==> src/hw/pic_pkg.sv <==
package pic_pkg;

	// ==================================================================
	// sizes and basic types
	// ==================================================================

	// 32 sources, source 0 is the nmi line
	localparam int NUM_SRC = 32;

	typedef logic [NUM_SRC-1:0] pic_src_t;
	// source number, zero means no request
	typedef logic [4:0] pic_id_t;
	typedef logic [7:0] pic_cause_t;
	typedef logic [3:0] pic_level_t;
	typedef logic [5:0] pic_core_t;

	typedef logic [7:0]  axil_addr_t;
	typedef logic [31:0] axil_data_t;

	// every response on the register port is okay
	localparam logic [1:0] AXI_RESP_OKAY = 2'b00;

	// ==================================================================
	// register map
	// ==================================================================

	localparam axil_addr_t REG_CAUSE    = 8'h00;
	localparam axil_addr_t REG_IE       = 8'h04;
	localparam axil_addr_t REG_IE_CLR   = 8'h08;
	localparam axil_addr_t REG_IE_SET   = 8'h0C;
	localparam axil_addr_t REG_ES       = 8'h10;
	localparam axil_addr_t REG_EDGE_RST = 8'h14;
	localparam axil_addr_t REG_TRIG     = 8'h18;
	// control word of source n at REG_SRC_BASE + 4n
	localparam axil_addr_t REG_SRC_BASE = 8'h80;

	// bit positions inside a control word
	localparam int CTL_CAUSE_LSB = 0;
	localparam int CTL_LEVEL_LSB = 8;
	localparam int CTL_IE_BIT    = 16;
	localparam int CTL_ES_BIT    = 17;
	localparam int CTL_CORE_LSB  = 24;

	// reset values
	localparam pic_level_t RST_LEVEL = 4'd8;
	localparam pic_src_t   RST_ES    = '1;
	localparam pic_src_t   RST_IE    = '0;

	// sources that take part in encoding, nmi excluded
	localparam pic_src_t ENC_MASK = 32'hFFFF_FFFE;

	// per-source settings held by the register block
	typedef struct packed {
		pic_cause_t cause;
		pic_level_t level;
		pic_core_t  core;
	} pic_src_cfg_t;

	// request presented to the processor
	typedef struct packed {
		pic_level_t level;
		pic_cause_t cause;
		pic_core_t  core;
	} pic_irq_t;

endpackage

==> src/hw/pic_axil_regs.sv <==
`timescale 1ns/1ns

module pic_axil_regs import pic_pkg::*;
(
	input  logic                        clk,
	input  logic                        rst_i,
	// axi4-lite write address / data / response
	input  axil_addr_t                  s_awaddr_i,
	input  logic                        s_awvalid_i,
	output logic                        s_awready_o,
	input  axil_data_t                  s_wdata_i,
	// strobes are ignored, every write is a full word
	input  logic [3:0]                  s_wstrb_i,
	input  logic                        s_wvalid_i,
	output logic                        s_wready_o,
	output logic [1:0]                  s_bresp_o,
	output logic                        s_bvalid_o,
	input  logic                        s_bready_i,
	// axi4-lite read address / data
	input  axil_addr_t                  s_araddr_i,
	input  logic                        s_arvalid_i,
	output logic                        s_arready_o,
	output axil_data_t                  s_rdata_o,
	output logic [1:0]                  s_rresp_o,
	output logic                        s_rvalid_o,
	input  logic                        s_rready_i,
	// current winner from the encoder
	input  pic_id_t                     cur_id_i,
	// controls toward the sense block and encoder
	output pic_src_t                    ie_o,
	output pic_src_t                    es_o,
	output pic_src_t                    edge_rst_o,
	output pic_src_t                    trig_o,
	output pic_src_cfg_t [NUM_SRC-1:0]  src_cfg_o
);

	// control state
	pic_src_t                   ie_q;
	pic_src_t                   es_q;
	pic_src_t                   edge_rst_q;
	pic_src_t                   trig_q;
	pic_src_cfg_t [NUM_SRC-1:0] cfg_q;

	// bus channel state
	logic       bvalid_q;
	logic       rvalid_q;
	axil_data_t rdata_q;

	// decode helpers
	logic       wr_accept;
	logic       rd_accept;
	axil_addr_t wr_addr;
	axil_addr_t rd_addr;
	pic_id_t    wr_src;
	pic_id_t    rd_src;
	pic_id_t    wr_sel;
	axil_data_t rd_word;

	// ==================================================================
	// handshakes
	// ==================================================================

	// write taken when both channels are valid and no response pending
	assign wr_accept   = s_awvalid_i & s_wvalid_i & ~bvalid_q;
	assign s_awready_o = wr_accept;
	assign s_wready_o  = wr_accept;

	// one read in flight at a time
	assign s_arready_o = ~rvalid_q;
	assign rd_accept   = s_arvalid_i & ~rvalid_q;

	assign s_bvalid_o = bvalid_q;
	assign s_bresp_o  = AXI_RESP_OKAY;
	assign s_rvalid_o = rvalid_q;
	assign s_rdata_o  = rdata_q;
	assign s_rresp_o  = AXI_RESP_OKAY;

	// word-aligned offsets, low two bits dropped
	assign wr_addr = {s_awaddr_i[7:2], 2'b00};
	assign rd_addr = {s_araddr_i[7:2], 2'b00};
	// source index of a control-word access
	assign wr_src  = s_awaddr_i[6:2];
	assign rd_src  = s_araddr_i[6:2];
	// bit selected by the single-bit registers
	assign wr_sel  = s_wdata_i[4:0];

	always_ff @(posedge clk)
	begin
		if (rst_i)
			bvalid_q <= 1'b0;
		else if (wr_accept)
			bvalid_q <= 1'b1;
		else if (s_bready_i)
			bvalid_q <= 1'b0;
	end

	always_ff @(posedge clk)
	begin
		if (rst_i)
			rvalid_q <= 1'b0;
		else if (rd_accept)
			rvalid_q <= 1'b1;
		else if (s_rready_i)
			rvalid_q <= 1'b0;
	end

	// ==================================================================
	// register writes
	// ==================================================================

	always_ff @(posedge clk)
	begin
		if (rst_i)
		begin
			ie_q       <= RST_IE;
			es_q       <= RST_ES;
			edge_rst_q <= '0;
			trig_q     <= '0;
			for (int n = 0; n < NUM_SRC; n++)
			begin
				cfg_q[n].cause <= '0;
				cfg_q[n].level <= RST_LEVEL;
				cfg_q[n].core  <= '0;
			end
		end
		else
		begin
			// pulses live for a single cycle
			edge_rst_q <= '0;
			trig_q     <= '0;
			if (wr_accept)
			begin
				case (wr_addr)
					// cause register is read only
					REG_CAUSE:    ;
					REG_IE:       ie_q <= s_wdata_i;
					REG_IE_CLR:   ie_q[wr_sel] <= 1'b0;
					REG_IE_SET:   ie_q[wr_sel] <= 1'b1;
					REG_ES:       es_q <= s_wdata_i;
					REG_EDGE_RST: edge_rst_q[wr_sel] <= 1'b1;
					REG_TRIG:     trig_q[wr_sel] <= 1'b1;
					default:
					begin
						// per-source control word, also carries its ie and es bits
						if (wr_addr >= REG_SRC_BASE)
						begin
							cfg_q[wr_src].cause <= s_wdata_i[CTL_CAUSE_LSB +: $bits(pic_cause_t)];
							cfg_q[wr_src].level <= s_wdata_i[CTL_LEVEL_LSB +: $bits(pic_level_t)];
							cfg_q[wr_src].core  <= s_wdata_i[CTL_CORE_LSB +: $bits(pic_core_t)];
							ie_q[wr_src]        <= s_wdata_i[CTL_IE_BIT];
							es_q[wr_src]        <= s_wdata_i[CTL_ES_BIT];
						end
					end
				endcase
			end
		end
	end

	// ==================================================================
	// register reads
	// ==================================================================

	always_comb
	begin
		rd_word = '0;
		if (rd_addr >= REG_SRC_BASE)
		begin
			// control word readback
			rd_word[CTL_CAUSE_LSB +: $bits(pic_cause_t)] = cfg_q[rd_src].cause;
			rd_word[CTL_LEVEL_LSB +: $bits(pic_level_t)] = cfg_q[rd_src].level;
			rd_word[CTL_CORE_LSB +: $bits(pic_core_t)]   = cfg_q[rd_src].core;
			rd_word[CTL_IE_BIT]                          = ie_q[rd_src];
			rd_word[CTL_ES_BIT]                          = es_q[rd_src];
		end
		else if (rd_addr == REG_CAUSE)
			rd_word[CTL_CAUSE_LSB +: $bits(pic_cause_t)] = cfg_q[cur_id_i].cause;
		else
			// everything else, REG_ES included, reads the enable mask
			rd_word = ie_q;
	end

	// read data captured on acceptance, held until taken
	always_ff @(posedge clk)
	begin
		if (rd_accept)
			rdata_q <= rd_word;
	end

	assign ie_o       = ie_q;
	assign es_o       = es_q;
	assign edge_rst_o = edge_rst_q;
	assign trig_o     = trig_q;
	assign src_cfg_o  = cfg_q;

	// response channels hold until the manager takes them
	a_bvalid_hold: assert property (@(posedge clk) disable iff (rst_i)
		s_bvalid_o && !s_bready_i |=> s_bvalid_o);

	a_rvalid_hold: assert property (@(posedge clk) disable iff (rst_i)
		s_rvalid_o && !s_rready_i |=> s_rvalid_o && $stable(s_rdata_o));

endmodule

==> src/hw/pic_source_sense.sv <==
`timescale 1ns/1ns

module pic_source_sense import pic_pkg::*;
(
	input  logic     clk,
	input  logic     rst_i,
	// raw request lines, assumed synchronous to clk
	input  pic_src_t irq_i,
	// 1 = edge sensitive, 0 = level sensitive
	input  pic_src_t es_i,
	// single-cycle pulses from the register block
	input  pic_src_t edge_rst_i,
	input  pic_src_t trig_i,
	output pic_src_t pending_o
);

	// delayed copy of the inputs for rising-edge detection
	pic_src_t irq_d_q;
	// edge latches
	pic_src_t latch_q;
	pic_src_t rise;

	// ==================================================================
	// edge detection
	// ==================================================================

	always_ff @(posedge clk)
	begin
		irq_d_q <= irq_i;
	end

	assign rise = irq_i & ~irq_d_q;

	// set on a rising input or a trigger
	// edge reset wins over a set in the same cycle
	always_ff @(posedge clk)
	begin
		if (rst_i)
			latch_q <= '0;
		else
			latch_q <= (latch_q | rise | trig_i) & ~edge_rst_i;
	end

	// ==================================================================
	// pending selection
	// ==================================================================

	// edge sources show their latch, level sources the raw line
	// nmi never reaches the encoder
	assign pending_o = ((es_i & latch_q) | (~es_i & irq_i)) & ENC_MASK;

endmodule

==> src/hw/pic_prio_encoder.sv <==
`timescale 1ns/1ns

module pic_prio_encoder import pic_pkg::*;
(
	input  logic                        clk,
	input  logic                        rst_i,
	input  pic_src_t                    pending_i,
	input  pic_src_t                    ie_i,
	input  pic_src_cfg_t [NUM_SRC-1:0]  src_cfg_i,
	// the nmi request line itself
	input  logic                        nmi_i,
	// registered winner, zero when idle
	output pic_id_t                     cur_id_o,
	output pic_irq_t                    irq_o,
	output logic                        nmi_o
);

	// enabled requests
	pic_src_t     req;
	pic_id_t      win_id;
	pic_id_t      cur_id_q;
	pic_src_cfg_t sel_cfg;
	pic_irq_t     irq_q;
	logic         nmi_q;

	// ==================================================================
	// priority encode
	// ==================================================================

	// mask applied here so a disabled source cannot shadow a later one
	assign req = pending_i & ie_i;

	// lowest number wins, so scan downward and let the last hit stand
	always_comb
	begin
		win_id = '0;
		for (int n = NUM_SRC - 1; n > 0; n--)
		begin
			if (req[n])
				win_id = pic_id_t'(n);
		end
	end

	// settings of the registered winner
	assign sel_cfg = src_cfg_i[cur_id_q];

	// ==================================================================
	// output registers
	// ==================================================================

	always_ff @(posedge clk)
	begin
		if (rst_i)
		begin
			cur_id_q <= '0;
			irq_q    <= '0;
			nmi_q    <= 1'b0;
		end
		else
		begin
			cur_id_q <= win_id;
			// second stage, fields zero while idle
			if (cur_id_q == '0)
				irq_q <= '0;
			else
			begin
				irq_q.level <= sel_cfg.level;
				irq_q.cause <= sel_cfg.cause;
				irq_q.core  <= sel_cfg.core;
			end
			// nmi bypasses the encoder, gated by enable bit 0
			nmi_q <= nmi_i & ie_i[0];
		end
	end

	assign cur_id_o = cur_id_q;
	assign irq_o    = irq_q;
	assign nmi_o    = nmi_q;

	// a request on the output needs a winner one cycle earlier
	a_irq_has_id: assert property (@(posedge clk) disable iff (rst_i)
		(irq_o != '0) |-> ($past(cur_id_o) != '0));

endmodule

==> src/hw/pic_top.sv <==
`timescale 1ns/1ns

module pic_top import pic_pkg::*;
(
	input  logic       clk,
	input  logic       rst_i,
	// axi4-lite register port
	input  axil_addr_t s_awaddr_i,
	input  logic       s_awvalid_i,
	output logic       s_awready_o,
	input  axil_data_t s_wdata_i,
	input  logic [3:0] s_wstrb_i,
	input  logic       s_wvalid_i,
	output logic       s_wready_o,
	output logic [1:0] s_bresp_o,
	output logic       s_bvalid_o,
	input  logic       s_bready_i,
	input  axil_addr_t s_araddr_i,
	input  logic       s_arvalid_i,
	output logic       s_arready_o,
	output axil_data_t s_rdata_o,
	output logic [1:0] s_rresp_o,
	output logic       s_rvalid_o,
	input  logic       s_rready_i,
	// interrupt lines, bit 0 is the nmi
	input  pic_src_t   irq_i,
	// processor side
	output pic_irq_t   irq_o,
	output logic       nmi_o
);

	// register block outputs
	pic_src_t                   ie;
	pic_src_t                   es;
	pic_src_t                   edge_rst;
	pic_src_t                   trig;
	pic_src_cfg_t [NUM_SRC-1:0] src_cfg;
	// sense to encoder
	pic_src_t                   pending;
	// encoder back to the cause register
	pic_id_t                    cur_id;

	// ==================================================================
	// register block
	// ==================================================================

	pic_axil_regs u_regs (
		.clk         (clk),
		.rst_i       (rst_i),
		.s_awaddr_i  (s_awaddr_i),
		.s_awvalid_i (s_awvalid_i),
		.s_awready_o (s_awready_o),
		.s_wdata_i   (s_wdata_i),
		.s_wstrb_i   (s_wstrb_i),
		.s_wvalid_i  (s_wvalid_i),
		.s_wready_o  (s_wready_o),
		.s_bresp_o   (s_bresp_o),
		.s_bvalid_o  (s_bvalid_o),
		.s_bready_i  (s_bready_i),
		.s_araddr_i  (s_araddr_i),
		.s_arvalid_i (s_arvalid_i),
		.s_arready_o (s_arready_o),
		.s_rdata_o   (s_rdata_o),
		.s_rresp_o   (s_rresp_o),
		.s_rvalid_o  (s_rvalid_o),
		.s_rready_i  (s_rready_i),
		.cur_id_i    (cur_id),
		.ie_o        (ie),
		.es_o        (es),
		.edge_rst_o  (edge_rst),
		.trig_o      (trig),
		.src_cfg_o   (src_cfg)
	);

	// ==================================================================
	// sense and encode
	// ==================================================================

	pic_source_sense u_sense (
		.clk        (clk),
		.rst_i      (rst_i),
		.irq_i      (irq_i),
		.es_i       (es),
		.edge_rst_i (edge_rst),
		.trig_i     (trig),
		.pending_o  (pending)
	);

	// nmi line goes straight to the encoder's bypass
	pic_prio_encoder u_enc (
		.clk       (clk),
		.rst_i     (rst_i),
		.pending_i (pending),
		.ie_i      (ie),
		.src_cfg_i (src_cfg),
		.nmi_i     (irq_i[0]),
		.cur_id_o  (cur_id),
		.irq_o     (irq_o),
		.nmi_o     (nmi_o)
	);

endmodule

==> config.mk <==
export PLATFORM = sky130hd
export DESIGN_NAME = pic_top
export DESIGN_NICKNAME = d
export VERILOG_FILES = /design/src/hw/pic_pkg.sv /design/src/hw/pic_axil_regs.sv /design/src/hw/pic_source_sense.sv /design/src/hw/pic_prio_encoder.sv /design/src/hw/pic_top.sv
export SDC_FILE = /design/constraint.sdc
export NUM_CORES = 2
export LEC_CHECK = 0
export ABC_CLOCK_PERIOD_IN_PS = 4200
export BUFFER_PORTS_ARGS = -buffer_cell sky130_fd_sc_hd__buf_2
export CAP_MARGIN = 20
export CORE_MARGIN = 5
export CORE_UTILIZATION = 35
export DETAILED_ROUTE_END_ITERATION = 12
export GPL_TIMING_DRIVEN = 0
export PLACE_DENSITY = 0.49
export SETUP_SLACK_MARGIN = 0.5
export SLEW_MARGIN = 40
export SYNTH_ARGS = -nofsm -noshare
export SYNTH_HDL_FRONTEND = slang
export SYNTH_SLANG_ARGS = --single-unit
export TNS_END_PERCENT = 30
==> constraint.sdc <==
create_clock -name clk -period 4.2 [get_ports clk]
set_input_delay 0.21 -clock clk [delete_from_list [all_inputs] [get_ports clk]]
set_output_delay 0.21 -clock clk [all_outputs]
set_load 0.005 [all_outputs]
Word-level counts from Yosys, hierarchy flattened
Index checks and enable logic that the tools add are counted.

operators by class
  reductions and logical operators = 23
  multipliers = 0
  shifts and indexed selects = 0
  divide/modulo/power cells = 0
  $lt $le $gt $ge = 8
  equal/unequal tests = 6
  bitwise operators = 26
  $add $sub $neg = 0
  muxes and demuxes = 67

operators by type and width
  kind                  count
  $bwmux W576           3
  $demux W18 S5         3
  $and A32 B32 Y32      6
  $bmux W18 S5          2
  $not A32 Y32          4
  $or A32 B32 Y32       4
  $pmux W32 S4          1
  $mux W5               16
  $bwmux W32            2
  $mux W32              2
  $pmux W32 S2          1
  $mux W18              3
  $mux W4               8
  $lt A5 B6 Y1 const B  4
  $mux W22              1
  $eq A6 B3 Y1 const B  3
  $ge A8 B8 Y1 const B  2
  $logic_not A8 Y1      2
  $reduce_or A16 Y1     1
  $eq A6 B2 Y1 const B  2
  $mux W12              1
  $mux W3               4
  $mux W6               2
  $bmux W1 S5           2
  20 further kinds      51

storage, ports and cells
  bits in latches = 0
  bits in registers = 826
  memories kept = 0
  output and inout bits = 60
  RAM bits = 0
  input bits = 91
  memory bits (read-only) = 0
  word-level logic and storage cells = 245

Depth between registers and ports, before layout
  depth in word-level cells = 35
  mapped depth = 11
  mapped depth without buffers = 7

By module
A second synthesis with hierarchy kept.

unflattened totals
  cell total of the unflattened synthesis = 4637
  area, all modules = 42600.9 um^2

by module, submodules not included
  module            area each (um^2)  cells each  instances
  pic_axil_regs     34630.7           3892        1
  pic_prio_encoder  5641.7            554         1
  pic_source_sense  2328.5            191         1

Least setup slack after synthesis
OpenSTA, ideal clock, no wires.

  path type = reg-to-reg
  start point = register u_enc.cur_id_q[1], in the netlist u_enc.cur_id_o[1]
  end point = register u_regs.rdata_q[0], in the netlist u_regs.s_rdata_o[0] (data pin)
  data required time = 3939 ps
  arrival time = 2356 ps
  setup time = 261 ps
  period minus slack after synthesis = 2617 ps
  path slack = 1583 ps
  stages on the path, launching flop included = 8
  cells stage by stage = dfxtp_1 clkbuf_1 buf_2 clkbuf_1 mux4_2 mux4_2 mux2_2 a221o_1

between the ends
  longest elaborated chain between the ends = 4

ends and longest elaborated chain
  element                         line                    source
  from (decl)                     pic_prio_encoder.sv:21  pic_id_t cur_id_q;
  from (signal assigned)          pic_prio_encoder.sv:61  cur_id_q <= win_id;
  $bmux W18 S5                    pic_axil_regs.sv:176    rd_word[CTL_CAUSE_LSB +: $bits(pic_cause_t)] = cfg_q[cur_id_i].cause;
  $mux W18 (implied by the code)  pic_axil_regs.sv:176
  $mux W8                         pic_axil_regs.sv:175    else if (rd_addr == REG_CAUSE)
  $mux W12                        pic_axil_regs.sv:166    if (rd_addr >= REG_SRC_BASE)
  net u_regs.rd_word[0]           pic_axil_regs.sv:57     axil_data_t rd_word;
  to (signal assigned)            pic_axil_regs.sv:186    rdata_q <= rd_word;
  to (decl)                       pic_axil_regs.sv:47     axil_data_t rdata_q;

The timed path passes the listed nets, and every way through them passes these cells. The select of a mux whose other input is x is not followed.
A chain may end at the register's enable or synchronous reset.

Worst setup path in the final report
  start point = register u_enc.cur_id_q[1], in the netlist u_enc.cur_id_o[1]
  end point = register u_enc.irq_q (netlist bit u_enc.irq_o[15])

between the ends
  longest elaborated chain between the ends = 2
  elaborated cells on any way between the ends = 4
  classes of those cells = mux (2); reduce/logical (2)

ends and longest elaborated chain
  element                                                                    line                                            source
  $bmux W18 S5 / $logic_not A5 Y1 (equally long branches)                    pic_prio_encoder.sv:45, pic_prio_encoder.sv:63
  $mux W18 (implied by the code) / $reduce_or A2 Y1 (equally long branches)  -
  to (decl)                                                                  pic_prio_encoder.sv:23                          pic_irq_t irq_q;

Several ways; a longest one is shown, not always the timed one. The select of a mux whose other input is x is not followed.

==> run summary <==
Status = finished clean
Sequential share of the synthesized area = 0.4168
Crit path capture type = flip-flop
First-pass GRT wire length = 273.8 mm
Required time worst endpoint = 4760 ps
CORE AREA = 114300 sq um
Post-route non-filler standard cell count = 5998
Mean cell area of the mapped netlist = 9.775 sq um
Area delta synth->final = 16.19%
Dpl hpwl = 149.9 mm
Final setup margin = 281.3 ps
Clock Path Buffers = 3
Tightest Hold Check Type = in -> reg
GPL Wtd Cong = 0.9981
Buffers added on ports = 116
Max Cap Violations = 0
TritonCTS clock tree = yes
Power per cell area = 382.6 nW/um^2
Vias = 37090
Ys flop type = dfxtp_1
Yosys reg bits = 822
Arr. time, crit path = 4480 ps
Final instance area = 46770 sq um
Most used cell, CP = clkbuf_1
Via density = 6.183
Fill cells = 11390
Commonest cells after routing, fill and taps aside = dfxtp_1, nand2_1, nor2_1, a21oi_1, mux2i_1
DRC viols = 0
Total GRT Usage = 0.3157
Placed insts = 5760
Clock-pin slew on the worst setup and hold paths = 60 ps
Initial Utilization = 0.3520
Initial antenna violation count = 14
Pin count of the biggest net entering global routing = 15
Cell Chain, Critical Path = clkbuf_1 -> clkbuf_1 -> nand2b_1 -> clkbuf_1 -> o221ai_1 -> o22ai_1 -> nor3_1 -> a21oi_1 -> nor3_1
Clock Sinks = 822
FF-to-FF Start = u_enc.cur_id_o[1]
Count of flip-flops with a built-in enable after synthesis = 32
Fin crit period = 3919 ps
DR pass1 iterations = 9
Post-Syn Instances = 4118
Slowest CP cell = clkbuf_1
R2r worst-path depth = 9
Reg2reg setup slack = 280 ps
CP peak stage delay = 710 ps
RSZ-0062 raised after global routing = true
Synth unique cells = 63
Synthesized area = 40250 sq um
Slew HR = 0.3374
Vias in the first global route = 34820
Site Rows = 124
Root buf cell = clkbuf_16
CP max FO = 10
Wire per inst = 33.20 um
Commonest non-fill, non-tap cell in the layout = dfxtp_1
Area of the multi-input gates = 21550 sq um
Fmax = 255.2 MHz
VDD IR max = 0.2760 mV
Total power = 17890 uW
Initial DRC count = 5282
Asr flop ratio synth = 0
CP Class = reg -> reg
WL final = 199.1 mm
Die X = 349.1 um
Grt ovf = 0
Share of layout cells above drive strength 1 = 0.1765
Leak pwr = 0.01564 uW
Final Hold Vio Count = 0
Startpoint types = flip-flop
DP Area = 43100 sq um
Ports placed on the boundary = 151
Worst-Skew Late Latency = 690 ps
Die height = 349.1 um
H-tree lvl count = 3
Tightest Pin Transition = 993.9 ps
CP endpoint = u_enc.irq_o[15]
Nets = 4491
Part of the cycle the worst path needs = 0.9330
Syn. warnings = 0
Total die area = 121900 sq um
Hold WS = 41.95 ps
Worst r2r dst = u_enc.irq_o[15]
Reg area = 16780 sq um
Final ANT Viol Nets = 0
Final max-slew violation count = 0
Clock skew = 28.03 ps
Final setup vio count = 0
Num CTS Buffers = 94
Crit path launch = u_enc.cur_id_o[1]
Pre-CTS setup slack = 168.3 ps
==> worst min path at each step <==
stage                  startpoint             endpoint  slack [ps]  cells after the start
finish              s_wdata_i[25]  u_regs.src_cfg_o[1]          40                      3
global route        s_wdata_i[26]  u_regs.src_cfg_o[2]          20                      3
CTS                 s_wdata_i[26]  u_regs.src_cfg_o[2]           2                      3
detailed placement      irq_i[26]  u_sense.irq_d_q[26]         340                      1
global placement        irq_i[26]  u_sense.irq_d_q[26]         340                      1
floorplan               irq_i[10]  u_sense.irq_d_q[10]         240                      0
==> metal layers <==
layer  vias to the layer above  share of wire  global-route usage
met2                      2428           0.43              0.4780
met5                         -        0.00017                   0
li1                      15660              -                   -
met3                       622           0.11             0.08207
met4                         6          0.071              0.1809
met1                     18370           0.39              0.4090
==> state kept, by name, summed over array words and instances (netlist names) <==
| signal | flops |
|---|---|
| u_sense.latch_q | 31 |
| u_regs.edge_rst_o | 31 |
| u_enc.cur_id_o | 5 |
| u_regs.s_rdata_o | 32 |
| u_regs.es_o | 32 |
| u_regs.ie_o | 32 |
| u_regs.s_bvalid_o | 1 |
| u_regs.trig_o | 31 |
| u_regs.s_rvalid_o | 1 |
| u_regs.src_cfg_o | 576 |
| u_enc.irq_o | 18 |
| u_enc.nmi_o | 1 |
| u_sense.irq_d_q | 31 |
==> worst max-delay path: cells and delay by family (launching register included) <==
family	cells	cell delay, ps
compound gates	3	780
simple gates	3	1210
buf+inv	3	1470
flops	1	320
==> layout make-up <==
class                           count  share of cell area
Multi-Input combinational cell   2804              0.4609
Buffer                            432             0.03967
Tap cell                         1512             0.04045
Timing Repair Buffer              183             0.02903
Antenna cell                        9           0.0004816
Sequential cell                   822              0.3587
Inverter                           63            0.005083
Clock inverter                     30            0.006447
Clock buffer                      143             0.05926
==> logic make-up (layout without fill, tap and decap cells) <==
logic type,Yosys count,in the layout,synth area share
simple gates,1337,1337,0.1430
flops,822,822,0.4168
compound gates,751,751,0.1168
mux,711,711,0.2738
buf+inv,495,851,0.04936
other cells,1,13,0.00009316
xor+xnor,1,1,0.0002176
==> through the flow <==
stage	utilization	TNS, ps
finish	0.4090	0
global route	0.4088	0
CTS	0.4084	0
detailed placement	0.3769	0
global placement	0.3737	-791.4
floorplan	-	0
==> report_power, final <==
part	internal [uW]	switching, uW
Sequential	7920	42.3
Clock	4850	3570
Combinational	379	1130
==> synth_stat cells, types with 4 or more instances <==
library cell / n / area share
a221oi_1: 17 / 0.0037
a22oi_1: 34 / 0.0063
nor3_1: 63 / 0.0078
mux2_2: 54 / 0.015
o211ai_1: 32 / 0.0060
inv_1: 60 / 0.0056
clkbuf_1: 315 / 0.029
or2_1: 4 / 0.00062
nand2b_1: 7 / 0.0011
a21oi_1: 374 / 0.047
nand4b_1: 4 / 0.00087
o311a_1: 5 / 0.0012
nor4_1: 5 / 0.00078
o221ai_1: 43 / 0.0094
a211oi_1: 55 / 0.010
a222oi_1: 37 / 0.0092
o22ai_1: 30 / 0.0047
mux2i_1: 352 / 0.088
dfxtp_1: 790 / 0.39
buf_1: 54 / 0.0050
edfxtp_1: 32 / 0.024
mux4_2: 295 / 0.17
nor2_1: 420 / 0.039
buf_2: 54 / 0.0067
a22o_1: 17 / 0.0037
nand3_1: 316 / 0.039
nor2b_1: 17 / 0.0026
nor2_2: 7 / 0.0011
a221o_1: 8 / 0.0020
a311oi_1: 5 / 0.0011
and2_1: 24 / 0.0037
o21ai_1: 37 / 0.0046
o21ai_0: 45 / 0.0056
buf_4: 5 / 0.00093
nand2_1: 448 / 0.042
nor3b_1: 4 / 0.00075
mux4_1: 9 / 0.0059
==> what timing repair did <==
item                                   CTS  global route
pin swaps                                0             0
setup endpoints to repair              144            38
hold buffers                            53             0
gates resized for setup                  1             6
cloned                                   0             0
endpoints found under the hold margin  102             0
buffers inserted                         0             0
Power figures use the tool's default switching activity.
